## config.mk

```make
export PLATFORM = sky130hd
export DESIGN_NAME = wb_arbiter_flat
export DESIGN_NICKNAME = d
export VERILOG_FILES = /design/src/bus_pkg.sv /design/src/wb_if.sv /design/src/wb_arbiter.sv /design/src/flat_wrapper.sv
export SDC_FILE = /design/constraint.sdc
export NUM_CORES = 1
export LEC_CHECK = 0
export BUFFER_PORTS_ARGS = -buffer_cell sky130_fd_sc_hd__buf_2
export CAP_MARGIN = 10
export CORE_AREA = 2 2 120 122
export CTS_BUF_LIST = sky130_fd_sc_hd__clkbuf_16
export DETAILED_ROUTE_END_ITERATION = 16
export DIE_AREA = 0 0 122 124
export MAX_ROUTING_LAYER = met4
export PLACE_DENSITY_LB_ADDON = 0.08
export SYNTH_ARGS = -nofsm -noshare
export SYNTH_HDL_FRONTEND = slang
export SYNTH_SLANG_ARGS = --single-unit
```

## constraint.sdc

```tcl
create_clock -name CLK -period 2.1 [get_ports CLK]
set_input_delay 0.315 -clock CLK [delete_from_list [all_inputs] [get_ports CLK]]
set_output_delay 0.315 -clock CLK [all_outputs]
set_load 0.1 [all_outputs]
```

## src/bus_pkg.sv

```systemverilog
`default_nettype none

package bus_pkg;

    // Wishbone word bus
    localparam int WB_ADR_W   = 30;
    localparam int WB_DAT_W   = 32;
    localparam int WB_SEL_W   = WB_DAT_W / 8;

    // On-chip SRAM size in words
    localparam int SRAM_AW    = 8;
    localparam int SRAM_DEPTH = 1 << SRAM_AW;

    // Current bus owner
    typedef enum logic [1:0] {
        GNT_NONE  = 2'b00,
        GNT_DATA  = 2'b01,
        GNT_INSTR = 2'b10
    } grant_e;

endpackage

`default_nettype wire

```

## src/wb_if.sv

```systemverilog
`default_nettype none

// Wishbone classic, single transfers only
interface wb_if;

    logic                          cyc;
    logic                          stb;
    logic                          we;
    logic [bus_pkg::WB_SEL_W-1:0]  sel;
    logic [bus_pkg::WB_ADR_W-1:0]  adr;
    logic [bus_pkg::WB_DAT_W-1:0]  dat_w;
    logic [bus_pkg::WB_DAT_W-1:0]  dat_r;
    logic                          ack;

    modport master (
        output cyc, stb, we, sel, adr, dat_w,
        input  dat_r, ack
    );

    modport slave (
        input  cyc, stb, we, sel, adr, dat_w,
        output dat_r, ack
    );

endinterface

`default_nettype wire

```

## src/wb_arbiter.sv

```systemverilog
`default_nettype none

module wb_arbiter (
    input  wire logic   CLK,
    input  wire logic   rst_n,
    wb_if.slave         dmst,
    wb_if.slave         imst,
    wb_if.master        slv
);

    bus_pkg::grant_e    owner_q;
    bus_pkg::grant_e    grant;

    // Keep the owner while its cyc is up, else data first
    always_comb
    begin
        if (owner_q == bus_pkg::GNT_DATA && dmst.cyc)
            grant = bus_pkg::GNT_DATA;
        else if (owner_q == bus_pkg::GNT_INSTR && imst.cyc)
            grant = bus_pkg::GNT_INSTR;
        else if (dmst.cyc)
            grant = bus_pkg::GNT_DATA;
        else if (imst.cyc)
            grant = bus_pkg::GNT_INSTR;
        else
            grant = bus_pkg::GNT_NONE;
    end

    always_ff @(posedge CLK or negedge rst_n)
    begin
        if (!rst_n)
            owner_q <= bus_pkg::GNT_NONE;
        else
            owner_q <= grant;
    end

    ////////////////////////////////////////////////////////////
    // Request mux toward the SRAM
    ////////////////////////////////////////////////////////////

    always_comb
    begin
        slv.cyc   = 1'b0;
        slv.stb   = 1'b0;
        slv.we    = 1'b0;
        slv.sel   = '0;
        slv.adr   = '0;
        slv.dat_w = '0;
        case (grant)
            bus_pkg::GNT_DATA:
            begin
                slv.cyc   = dmst.cyc;
                slv.stb   = dmst.stb;
                slv.we    = dmst.we;
                slv.sel   = dmst.sel;
                slv.adr   = dmst.adr;
                slv.dat_w = dmst.dat_w;
            end
            bus_pkg::GNT_INSTR:
            begin
                slv.cyc   = imst.cyc;
                slv.stb   = imst.stb;
                slv.we    = imst.we;
                slv.sel   = imst.sel;
                slv.adr   = imst.adr;
                slv.dat_w = imst.dat_w;
            end
            default:
            begin
                slv.cyc = 1'b0;
            end
        endcase
    end

    // Read data is shared, ack only to the owner
    assign dmst.dat_r = slv.dat_r;
    assign imst.dat_r = slv.dat_r;
    assign dmst.ack   = slv.ack && (grant == bus_pkg::GNT_DATA);
    assign imst.ack   = slv.ack && (grant == bus_pkg::GNT_INSTR);

endmodule

`default_nettype wire

```

## src/flat_wrapper.sv

```systemverilog
// flat-port wrapper written by rule: the top's interface ports become plain ports
module wb_arbiter_flat 
  (CLK, rst_n, dmst_cyc, dmst_stb, dmst_we, dmst_sel, dmst_adr, dmst_dat_w, dmst_dat_r, dmst_ack, imst_cyc, imst_stb, imst_we, imst_sel, imst_adr, imst_dat_w, imst_dat_r, imst_ack, slv_cyc, slv_stb, slv_we, slv_sel, slv_adr, slv_dat_w, slv_dat_r, slv_ack);
  wb_if dmst_i ();
  wb_if imst_i ();
  wb_if slv_i ();
  input  wire logic CLK;
  input  wire logic rst_n;
  input wire logic [$bits(dmst_i.cyc)-1:0] dmst_cyc;
  input wire logic [$bits(dmst_i.stb)-1:0] dmst_stb;
  input wire logic [$bits(dmst_i.we)-1:0] dmst_we;
  input wire logic [$bits(dmst_i.sel)-1:0] dmst_sel;
  input wire logic [$bits(dmst_i.adr)-1:0] dmst_adr;
  input wire logic [$bits(dmst_i.dat_w)-1:0] dmst_dat_w;
  output wire logic [$bits(dmst_i.dat_r)-1:0] dmst_dat_r;
  output wire logic [$bits(dmst_i.ack)-1:0] dmst_ack;
  input wire logic [$bits(imst_i.cyc)-1:0] imst_cyc;
  input wire logic [$bits(imst_i.stb)-1:0] imst_stb;
  input wire logic [$bits(imst_i.we)-1:0] imst_we;
  input wire logic [$bits(imst_i.sel)-1:0] imst_sel;
  input wire logic [$bits(imst_i.adr)-1:0] imst_adr;
  input wire logic [$bits(imst_i.dat_w)-1:0] imst_dat_w;
  output wire logic [$bits(imst_i.dat_r)-1:0] imst_dat_r;
  output wire logic [$bits(imst_i.ack)-1:0] imst_ack;
  output wire logic [$bits(slv_i.cyc)-1:0] slv_cyc;
  output wire logic [$bits(slv_i.stb)-1:0] slv_stb;
  output wire logic [$bits(slv_i.we)-1:0] slv_we;
  output wire logic [$bits(slv_i.sel)-1:0] slv_sel;
  output wire logic [$bits(slv_i.adr)-1:0] slv_adr;
  output wire logic [$bits(slv_i.dat_w)-1:0] slv_dat_w;
  input wire logic [$bits(slv_i.dat_r)-1:0] slv_dat_r;
  input wire logic [$bits(slv_i.ack)-1:0] slv_ack;
  assign dmst_i.cyc = dmst_cyc;
  assign dmst_i.stb = dmst_stb;
  assign dmst_i.we = dmst_we;
  assign dmst_i.sel = dmst_sel;
  assign dmst_i.adr = dmst_adr;
  assign dmst_i.dat_w = dmst_dat_w;
  assign dmst_dat_r = dmst_i.dat_r;
  assign dmst_ack = dmst_i.ack;
  assign imst_i.cyc = imst_cyc;
  assign imst_i.stb = imst_stb;
  assign imst_i.we = imst_we;
  assign imst_i.sel = imst_sel;
  assign imst_i.adr = imst_adr;
  assign imst_i.dat_w = imst_dat_w;
  assign imst_dat_r = imst_i.dat_r;
  assign imst_ack = imst_i.ack;
  assign slv_cyc = slv_i.cyc;
  assign slv_stb = slv_i.stb;
  assign slv_we = slv_i.we;
  assign slv_sel = slv_i.sel;
  assign slv_adr = slv_i.adr;
  assign slv_dat_w = slv_i.dat_w;
  assign slv_i.dat_r = slv_dat_r;
  assign slv_i.ack = slv_ack;
  wb_arbiter u_core (.CLK(CLK), .rst_n(rst_n), .dmst(dmst_i), .imst(imst_i), .slv(slv_i));
endmodule
```

# Word level (Yosys, flattened, before mapping)

Index checks and enable logic that the tools add are counted.

Bits in registers: 2
Bits in latches: 0
RAM bits: 0
Bits in read-only memories: 0
Output and inout bits: 135
Word-level logic and storage cells: 19
Memories: 0

$add $sub $neg: 0
Multipliers: 0
Divide/modulo/power cells: 0
$lt $le $gt $ge: 0
Equality and inequality tests: 4
Shift-type cells: 0
Multiplexer cells: 10
Bitwise operators: 0
Reduce and logical (&&, ||, !) cells: 4

Operators with widths:

| cell                 | number |
|---|---|
| $pmux W32 S2         | 1 |
| $pmux W30 S2         | 1 |
| $mux W2              | 4 |
| $pmux W4 S2          | 1 |
| $pmux W1 S2          | 3 |
| $eq A2 B1 Y1 const B | 2 |
| $eq A2 B2 Y1 const B | 2 |
| $logic_and A1 B1 Y1  | 4 |

# Logic depth before layout (Yosys ltp)

Gate-level depths: netlist (run 1).

Depth in word-level cells: 6
Gate-level depth with buffers: 6
Gate-level depth less buffers: 3

# Least setup slack after synthesis (run 1)

OpenSTA, ideal clock, no wires.

Kind: reg-to-output
From: register u_core.owner_q[0]
To: output port slv_adr[0]
Arrival time: 1755 ps
Data required time: 1785 ps
Setup slack: 30 ps
Cell stages (with the launch flop): 5
Buffers on the path: 1
Cell sequence: dfrtp_1 > nand2b_1 > a21boi_1 > buf_2 > a22o_1

Cells in the longest elaborated chain, start to end: 6
Elaborated cells on any way between the ends: 9
Those cells by class: eq/ne (4); mux (3); reduce/logical (2)

RTL lines:

| item                                                | line               | source |
|---|---|---|
| start, declared                                     | wb_arbiter.sv:11   | `bus_pkg::grant_e owner_q;` |
| start signal, assigned                              | wb_arbiter.sv:32   | `owner_q <= bus_pkg::GNT_NONE;` |
| start signal, assigned                              | wb_arbiter.sv:34   | `owner_q <= grant;` |
| $eq A2 B2 Y1                                        | wb_arbiter.sv:19   | `else if (owner_q == bus_pkg::GNT_INSTR && imst.cyc)` |
| $logic_and A1 B1 Y1                                 | wb_arbiter.sv:19   |  |
| $mux W2                                             | wb_arbiter.sv:19   |  |
| $mux W2 (*)                                         | wb_arbiter.sv:17   | `if (owner_q == bus_pkg::GNT_DATA && dmst.cyc)` |
| $eq A2 B2 Y1 / $eq A2 B1 Y1 (equally long branches) | wb_arbiter.sv:49   | `case (grant)` |
| $pmux W30 S2 (*)                                    | wb_arbiter.sv:49   |  |
| end, declared                                       | flat_wrapper.sv:29 | `output wire logic [$bits(slv_i.adr)-1:0] slv_adr;` |

Mark *: on every way between the ends. The rest lies on a longest branch, timed or not.

# Final worst setup path (run 1)

From: register u_core.owner_q[0]
To: output port slv_dat_w[18]

Cells in the longest elaborated chain, start to end: 6
Elaborated cells on any way between the ends: 9
Those cells by class: eq/ne (4); mux (3); reduce/logical (2)

RTL lines:

| item                                                | line               | source |
|---|---|---|
| $eq A2 B2 Y1                                        | wb_arbiter.sv:19   |  |
| $logic_and A1 B1 Y1                                 | wb_arbiter.sv:19   |  |
| $mux W2                                             | wb_arbiter.sv:19   |  |
| $mux W2 (*)                                         | wb_arbiter.sv:17   |  |
| $eq A2 B2 Y1 / $eq A2 B1 Y1 (equally long branches) | wb_arbiter.sv:49   |  |
| $pmux W32 S2 (*)                                    | wb_arbiter.sv:49   |  |
| end, declared                                       | flat_wrapper.sv:30 | `output wire logic [$bits(slv_i.dat_w)-1:0] slv_dat_w;` |

Marked as above.

==> results.txt, run 1 <==
----------------------------------------------------
[Outcome]
  Result of the run ... completed

[Critical path]
  Worst Path Class, Setup ... flip-flop to output pin
  Required time of the worst setup path ... approximately 1.8 ns
  Kind of end point of the critical path ... output pin
  Slowest cell delay on critical path ... 0.38 ns
  Most frequent cell on the critical path ... sky130_fd_sc_hd__buf_12
  Startpoint type of the worst setup path ... flip-flop
  Arrival time of data at the critical path endpoint ... about 1.7 ns
  Slowest cell on the critical path ... sky130_fd_sc_hd__dfrtp_1
  Cells traversed along the worst timing path ... nand3b_1 -> and2_2 -> buf_12 -> a22o_1 -> buf_12
  CP Max Fanout ... 69
  Worst-case register-to-register setup slack ... 0.93 ns

[Timing]
  Final setup vio count ... 0
  Final worst clock skew ... 0.000319 ns
  Upper clock frequency limit ... 492 MHz
  Final period demand of the worst path ... 2.03 ns
  Final count of hold timing violations ... 0
  Unrepaired setup endpoints after global routing ... true
  Slew at the pin closest to its max-slew limit ... 0.497 ns
  Final worst path period share ... 0.968
  Minimum hold slack ... 0.425 ns
  Total Neg Setup Slack ... 0 ns
  Pins Over Slew Limit ... 0
  Rel. slew slack ... 0.671

[Cells and area]
  Largest registers ... u_core.owner_q (2)
  Max FFs per register ... 2
  Area taken by flip-flops and latches ... 50.0 sq um
  Area taken by multi-input logic gates ... 663 sq um
  # fillers ... roughly 1500
  Area added between synthesis and finish ... 152%
  Post-layout util ... 0.231
  Most frequent standard cell in the layout excluding fill and tap cells ... sky130_fd_sc_hd__buf_2
  Count of antenna diodes in the layout ... 0
  Share of cells above drive strength 1 ... 0.749
  Largest register by flop count ... u_core.owner_q
  Commonest cells after routing, fill and taps aside ... sky130_fd_sc_hd__buf_2 (142), sky130_fd_sc_hd__buf_12 (72), sky130_fd_sc_hd__a22o_1 (67), sky130_fd_sc_hd__clkbuf_16 (3), sky130_fd_sc_hd__dfrtp_1 (2)
  Nets@finish ... 470

[Floorplan]
  # rows ... 43
  Starting utilization of the core area ... 0.0919
  Die Area ... 15100 sq um
  Horizontal die dimension ... 122 um
  Core Footprint ... ~14000 sq um
  Top-Level Pins ... 308
  Floorplan die height ... 124 um

[Power]
  Fraction of power spent switching nets ... 0.558
  Ratio of total power to cell area ... 649 nW/um^2
  Comb power frac ... 0.841
  Sequential Power Share ... 0.021
  Max VDD drop ... about 0.19 mV
  Switching Power ... between 1 and 1.5 mW
  Total power draw ... 2.06 mW
  Part of the total power dissipated in the clock network ... 0.138
  Leakage ... 1.55 nW
  Cell Int Power ... 0.911 mW

[Global route]
  Wire length of the first global-routing pass ... about 10 mm
  Global routing met1 resource utilization ... 0.0790
  Routing layer with the top usage in global route ... met2
  Overall fraction of global-route tracks in use ... 0.0855
  Global route overflow ... 0
  Met2 Usage GRT ... 0.170
  Largest net degree at the start of global routing ... 70
  Fraction of met3 tracks used by global routing ... 0.0142
  Number of antenna violations at the first check in global routing ... 0
  Via count of the first global-routing pass ... 1900

[Route]
  Number of DRC markers in iteration 0 ... 41
  Residual antenna-violating net count after detailed routing ... 0
  Number of search-and-repair iterations in the first detailed-routing pass ... 4
  Vias per std cell ... around 3.6
  Total number of vias ... between 1500 and 2000
  # DRC ... 0
  Sum of routed wire length over all layers ... between 6 and 7 mm
  Average wire per standard cell ... ~14 um

[Logic synthesis]
  Fraction of the yosys area taken by sequential cells ... 0.0397
  Post-Synthesis Mean Instance Area ... 8.08 sq um
  Seq cells post-synth ... 2
  Area of the mapped netlist ... 1260 sq um
  Synthesized net count ... 329
  Cell count after synthesis ... 156
  Count of cell types in the netlist ... 12
  Yosys warns ... 0

[Clock network]
  TritonCTS Buffers ... 3
  Clk sink count ... 2
  Clock insertion delay at the later pin of the skew report ... 0.22 ns
  Maximum buffer depth of the clock tree ... 2
  CTS Root Buffer Type ... sky130_fd_sc_hd__clkbuf_16
  CTS H-tree lvls ... 1
  Register clock-pin slew on the reported worst setup and hold paths ... about 0.030 ns
  Clock tree from TritonCTS ... yes

[Place]
  Post-DP HPWL ... 5.77 mm
  Total of buffers placed on input and output ports ... ~210
  RD Place Congestion ... ~0.69

[Job]
  Number of violations of the max-capacitance limit ... 0

[Worst hold path]
  Hold crit path type ... input port to asynchronous set/reset pin

----------------------------------------------------
[timing repair]
action,4_1_cts,5_1_grt
hold buffers,1,0
hold endpoints to repair,2,0
endpoints found under the setup margin,0,2
setup buffers,0,0
resized for setup,0,1
[per-stage QoR]
step                setup WS, ns  cells  instance area, sq um
global route            -0.00180    475                  3180
finish                    0.0675    475                  3180
CTS                       0.0566    475                  3170
detailed placement         0.294    471                  3080
global placement           0.305    471                  3080
floorplan                 0.0301    156                  1260
[Yosys cell counts]
| cell | number | area, sq um |
|---|---|---|
| sky130_fd_sc_hd__a22o_1 | 68 | 596 |
| sky130_fd_sc_hd__and2_1 | 2 | 12.5 |
| sky130_fd_sc_hd__buf_6 | 3 | 33.8 |
| sky130_fd_sc_hd__nand2b_1 | 1 | 6.26 |
| sky130_fd_sc_hd__nand3b_1 | 1 | 7.51 |
| sky130_fd_sc_hd__and3_1 | 1 | 6.26 |
| sky130_fd_sc_hd__or2_2 | 1 | 6.26 |
| sky130_fd_sc_hd__a21boi_1 | 1 | 7.51 |
| sky130_fd_sc_hd__buf_2 | 8 | 40.0 |
| sky130_fd_sc_hd__dfrtp_1 | 2 | 50.1 |
| sky130_fd_sc_hd__clkbuf_1 | 4 | 15.0 |
| sky130_fd_sc_hd__buf_4 | 64 | 480 |
[worst paths after layout]
path | endpoint | cells past startpoint | startpoint
worst max-delay path | slv_dat_w[18] | 5 | u_core.owner_q[0]
worst min-delay path | u_core.owner_q[1] | 2 | rst_n
worst max register to register | u_core.owner_q[0] | 3 | u_core.owner_q[0]
worst min register to register | u_core.owner_q[1] | 3 | u_core.owner_q[1]
max in group asynchronous | u_core.owner_q[0] | 2 | rst_n
min in group CLK | u_core.owner_q[1] | 3 | dmst_cyc
[layer usage]
layer	part of all wire	wire length, um	vias up
met5	0	0	-
met4	0.031	212	0
met3	0.092	626	22
met1	0.31	2130	778
met2	0.56	3820	124
li1	-	-	806
[layout make-up]
cell class / count / area share
flip-flops and latches: 2 / 0.0158
repair buffers: 215 / 0.681
well taps: 180 / 0.0709
clock buffers: 3 / 0.0236
multi-input cells: 75 / 0.209
[critical path: cells and delay by family, from the launching register on]
kind / cells / cell delay, ns
compound gates: 1 / 0.30
buf+inv: 2 / 0.38
flops: 1 / 0.38
simple gates: 2 / 0.40
[power groups by stage]
stage | registers [mW] | logic, mW | clock network (mW)
2_1_floorplan | 0.0425 | 1.61 | 0
3_5_place_dp | 0.0438 | 1.74 | 0
6_report | 0.0434 | 1.73 | 0.285
4_1_cts | 0.0435 | 1.75 | 0.292
5_1_grt | 0.0438 | 1.78 | 0.295
3_3_place_gp | 0.0437 | 1.74 | 0
[kinds of logic (layout without fill, tap and decap cells)]
| family | Yosys count | count (layout) | share of synthesized area |
|---|---|---|---|
| AO/OA/AOI/OAI | 69 | 69 | 0.478 |
| AND/OR/NAND/NOR | 6 | 6 | 0.0308 |
| flip-flops | 2 | 2 | 0.0397 |
| buffers and inverters | 79 | 218 | 0.451 |
(Power assumes the default switching activity.)
==> run 2, diff against run 1 <==
--- a/config.mk
+++ b/config.mk
@@ -7,10 +7,12 @@
 export LEC_CHECK = 0
 export BUFFER_PORTS_ARGS = -buffer_cell sky130_fd_sc_hd__buf_2
 export CAP_MARGIN = 10
-export CORE_AREA = 2 2 120 122
+export CELL_PAD_IN_SITES_DETAIL_PLACEMENT = 1
+export CELL_PAD_IN_SITES_GLOBAL_PLACEMENT = 1
+export CORE_AREA = 2 2 119 121
 export CTS_BUF_LIST = sky130_fd_sc_hd__clkbuf_16
 export DETAILED_ROUTE_END_ITERATION = 16
-export DIE_AREA = 0 0 122 124
+export DIE_AREA = 0 0 121 123
 export MAX_ROUTING_LAYER = met4
 export PLACE_DENSITY_LB_ADDON = 0.08
 export SYNTH_ARGS = -nofsm -noshare
==> results.txt, run 2 (synthesized netlist as in run 1, its figures left out) <==
----------------------------------------------------
[Outcome]
  Result of the run ... completed

[Critical path]
  Most frequent cell on the critical path ... sky130_fd_sc_hd__buf_12
  Sum of buffers and inverters on the critical path ... 2 (unchanged)
  Worst Path Class, Setup ... flip-flop to output pin
  Worst setup path endpoint ... slv_dat_w[31]
  Slowest cell on the critical path ... sky130_fd_sc_hd__dfrtp_1
  Cells on worst reg2reg path ... 3 (unchanged)
  Critical register-to-register path startpoint ... u_core.owner_q[0]
  Worst-case register-to-register setup slack ... 0.97 ns (+0.04 ns)
  Cells traversed along the worst timing path ... nand2b_1 -> a21boi_4 -> buf_12 -> a22o_1 -> buf_12
  Startpoint type of the worst setup path ... flip-flop
  Required time of the worst setup path ... 1.78 ns (about the same)
  Reg-to-reg critical path endpoint ... u_core.owner_q[1]
  CP Max Fanout ... 40 (-42%)
  Arrival time of data at the critical path endpoint ... 1.69 ns (-0.03 ns)
  Slowest cell delay on critical path ... 0.35 ns (-0.03 ns)
  Kind of end point of the critical path ... output pin
  Path length in cells of the critical path ... 5 (unchanged)
  CP delay by family, top ... compound AO/OA/AOI/OAI gates
  Source of the critical timing path ... u_core.owner_q[0]

[Route]
  Sum of routed wire length over all layers ... 8.76 mm (+29%)
  Number of DRC markers in iteration 0 ... 56 (+37%)
  # DRC ... 0 (unchanged)
  Number of search-and-repair iterations in the first detailed-routing pass ... 4 (unchanged)
  Total number of vias ... 1802 (+4.2%)
  Average wire per standard cell ... 18.3 um (+28%)
  Vias per std cell ... 3.75 (+3.1%)
  Residual antenna-violating net count after detailed routing ... 0 (unchanged)

[Clock network]
  Clk sink count ... 2 (unchanged)
  CTS H-tree lvls ... 1 (unchanged)
  CTS Root Buffer Type ... sky130_fd_sc_hd__clkbuf_16
  Clock insertion delay at the later pin of the skew report ... 0.22 ns (about the same)
  Maximum buffer depth of the clock tree ... 2 (unchanged)
  Clock tree from TritonCTS ... yes
  Register clock-pin slew on the reported worst setup and hold paths ... 0.03 ns (about the same)
  Cts repair resizes ... 0 (unchanged)
  TritonCTS Buffers ... 3 (unchanged)

[Worst hold path]
  Hold crit path type ... input port to asynchronous set/reset pin

[Timing]
  Final count of hold timing violations ... 0 (unchanged)
  Final period demand of the worst path ... 2.01 ns (-0.0247 ns)
  Final setup vio count ... 0 (unchanged)
  Rel. slew slack ... 0.656 (-0.0148)
  Final worst clock skew ... 0.00100 ns (+0.000684 ns)
  Total Neg Setup Slack ... 0 ns (unchanged)
  Upper clock frequency limit ... 498 MHz (+1.2%)
  Pins Over Slew Limit ... 0 (unchanged)
  Slew at the pin closest to its max-slew limit ... 0.520 ns (+0.0224 ns)
  Minimum hold slack ... 0.457 ns (+0.0326 ns)
  Unrepaired setup endpoints after global routing ... false
  Final worst path period share ... 0.956 (-0.0118)

[Place]
  RD Place Congestion ... 0.758 (+9.5%)
  Total of buffers placed on input and output ports ... 211 (unchanged)
  Placed insts ... 472 (+0.21%)
  Placed standard-cell area ... 3090 sq um (+0.24%)

[Cells and area]
  Post-layout util ... 0.234 (+0.00247)
  Share of cells above drive strength 1 ... 0.747 (-0.00253)
  Largest registers ... u_core.owner_q (2)
  Max FFs per register ... 2 (unchanged)
  Most frequent standard cell in the layout excluding fill and tap cells ... sky130_fd_sc_hd__buf_2
  Commonest cells after routing, fill and taps aside ... sky130_fd_sc_hd__buf_2 (142), sky130_fd_sc_hd__buf_12 (72), sky130_fd_sc_hd__a22o_1 (68), sky130_fd_sc_hd__clkbuf_16 (3), sky130_fd_sc_hd__dfrtp_1 (2)
  Nets@finish ... 471 (+0.21%)
  Largest register by flop count ... u_core.owner_q
  Non-filler cells in the finished layout ... 480 (+1.1%)
  # fillers ... 1562 (+4.5%)
  Area added between synthesis and finish ... 152%
  Final design area excluding fillers ... 3180 sq um (+0.28%)

[Global route]
  Overall fraction of global-route tracks in use ... 0.114 (+0.0283)
  Number of antenna violations at the first check in global routing ... 4 (+4)
  Via count of the first global-routing pass ... 1870 (-1.6%)
  Global route overflow ... 0 (unchanged)
  Largest net degree at the start of global routing ... 47 (-33%)
  Wire length of the first global-routing pass ... 12.4 mm (+27%)

[Job]
  Number of violations of the max-capacitance limit ... 0 (unchanged)

[Power]
  Leakage ... 1.56 nW (about the same)
  Max VDD drop ... 0.198 mV (+4.9%)
  Ratio of total power to cell area ... 650 nW/um^2 (about the same)

[Floorplan]
  Starting utilization of the core area ... 0.0927 (+0.000727)
  Top-Level Pins ... 308 (unchanged)
  Floorplan die height ... 123 um (-0.81%)
  Horizontal die dimension ... 121 um (-0.82%)
  Die Area ... 14900 sq um (-1.6%)
  # rows ... 43 (unchanged)
  Core Footprint ... 13600 sq um (-0.78%)

----------------------------------------------------
run 2: changes by cell type in the layout (fill, tap and decap cells not counted):
cell	before	now
sky130_fd_sc_hd__buf_4	0	1
sky130_fd_sc_hd__a22o_1	67	68
sky130_fd_sc_hd__diode_2	0	4
sky130_fd_sc_hd__a22o_4	1	0
run 2: worst min-delay path by stage:
stage,slack (ns),startpoint,endpoint
floorplan,0.02,rst_n,u_core.owner_q[0]
CTS,0.46,rst_n,u_core.owner_q[0]
global route,0.49,rst_n,u_core.owner_q[0]
detailed placement,0.11,rst_n,u_core.owner_q[1]
finish,0.46,rst_n,u_core.owner_q[0]
global placement,0.10,rst_n,u_core.owner_q[0]
run 2: cell type report:
cell class / instances / area, sq um / area share
tap: 180 / 225 / 0.0707
clock buffer: 3 / 75.1 / 0.0236
timing repair buffer: 216 / 2170 / 0.681
sequential: 2 / 50.0 / 0.0157
multi-input combinational: 75 / 654 / 0.206
antenna: 4 / 10.0 / 0.00314
run 2: metrics by stage:
step	power [mW]	worst slack, ns
after detailed placement	1.80	0.308
after global routing	2.14	0.00663
after global placement	1.80	0.294
after CTS	2.09	0.0578
after floorplan	1.65	0.0301
final	2.07	0.0922
run 2: timing repair:
item / CTS / global route
buffers inserted: 0 / 0
endpoints found under the hold margin: 2 / 0
hold buffers: 1 / 0
run 2: routing by layer:
| layer | GRT usage | vias up | part of all wire |
|---|---|---|---|
| met4 | 0.0509 | 0 | 0.033 |
| met1 | 0.107 | 808 | 0.33 |
| met5 | - | - | 0 |
| met2 | 0.205 | 147 | 0.51 |
| met3 | 0.0447 | 35 | 0.13 |
| li1 | - | 812 | - |
run 2: power by group:
group	switching (mW)	total, mW	internal [mW]
clock network	0.0408	0.283	0.242
logic	1.12	1.74	0.627
registers	0.000994	0.0423	0.0413
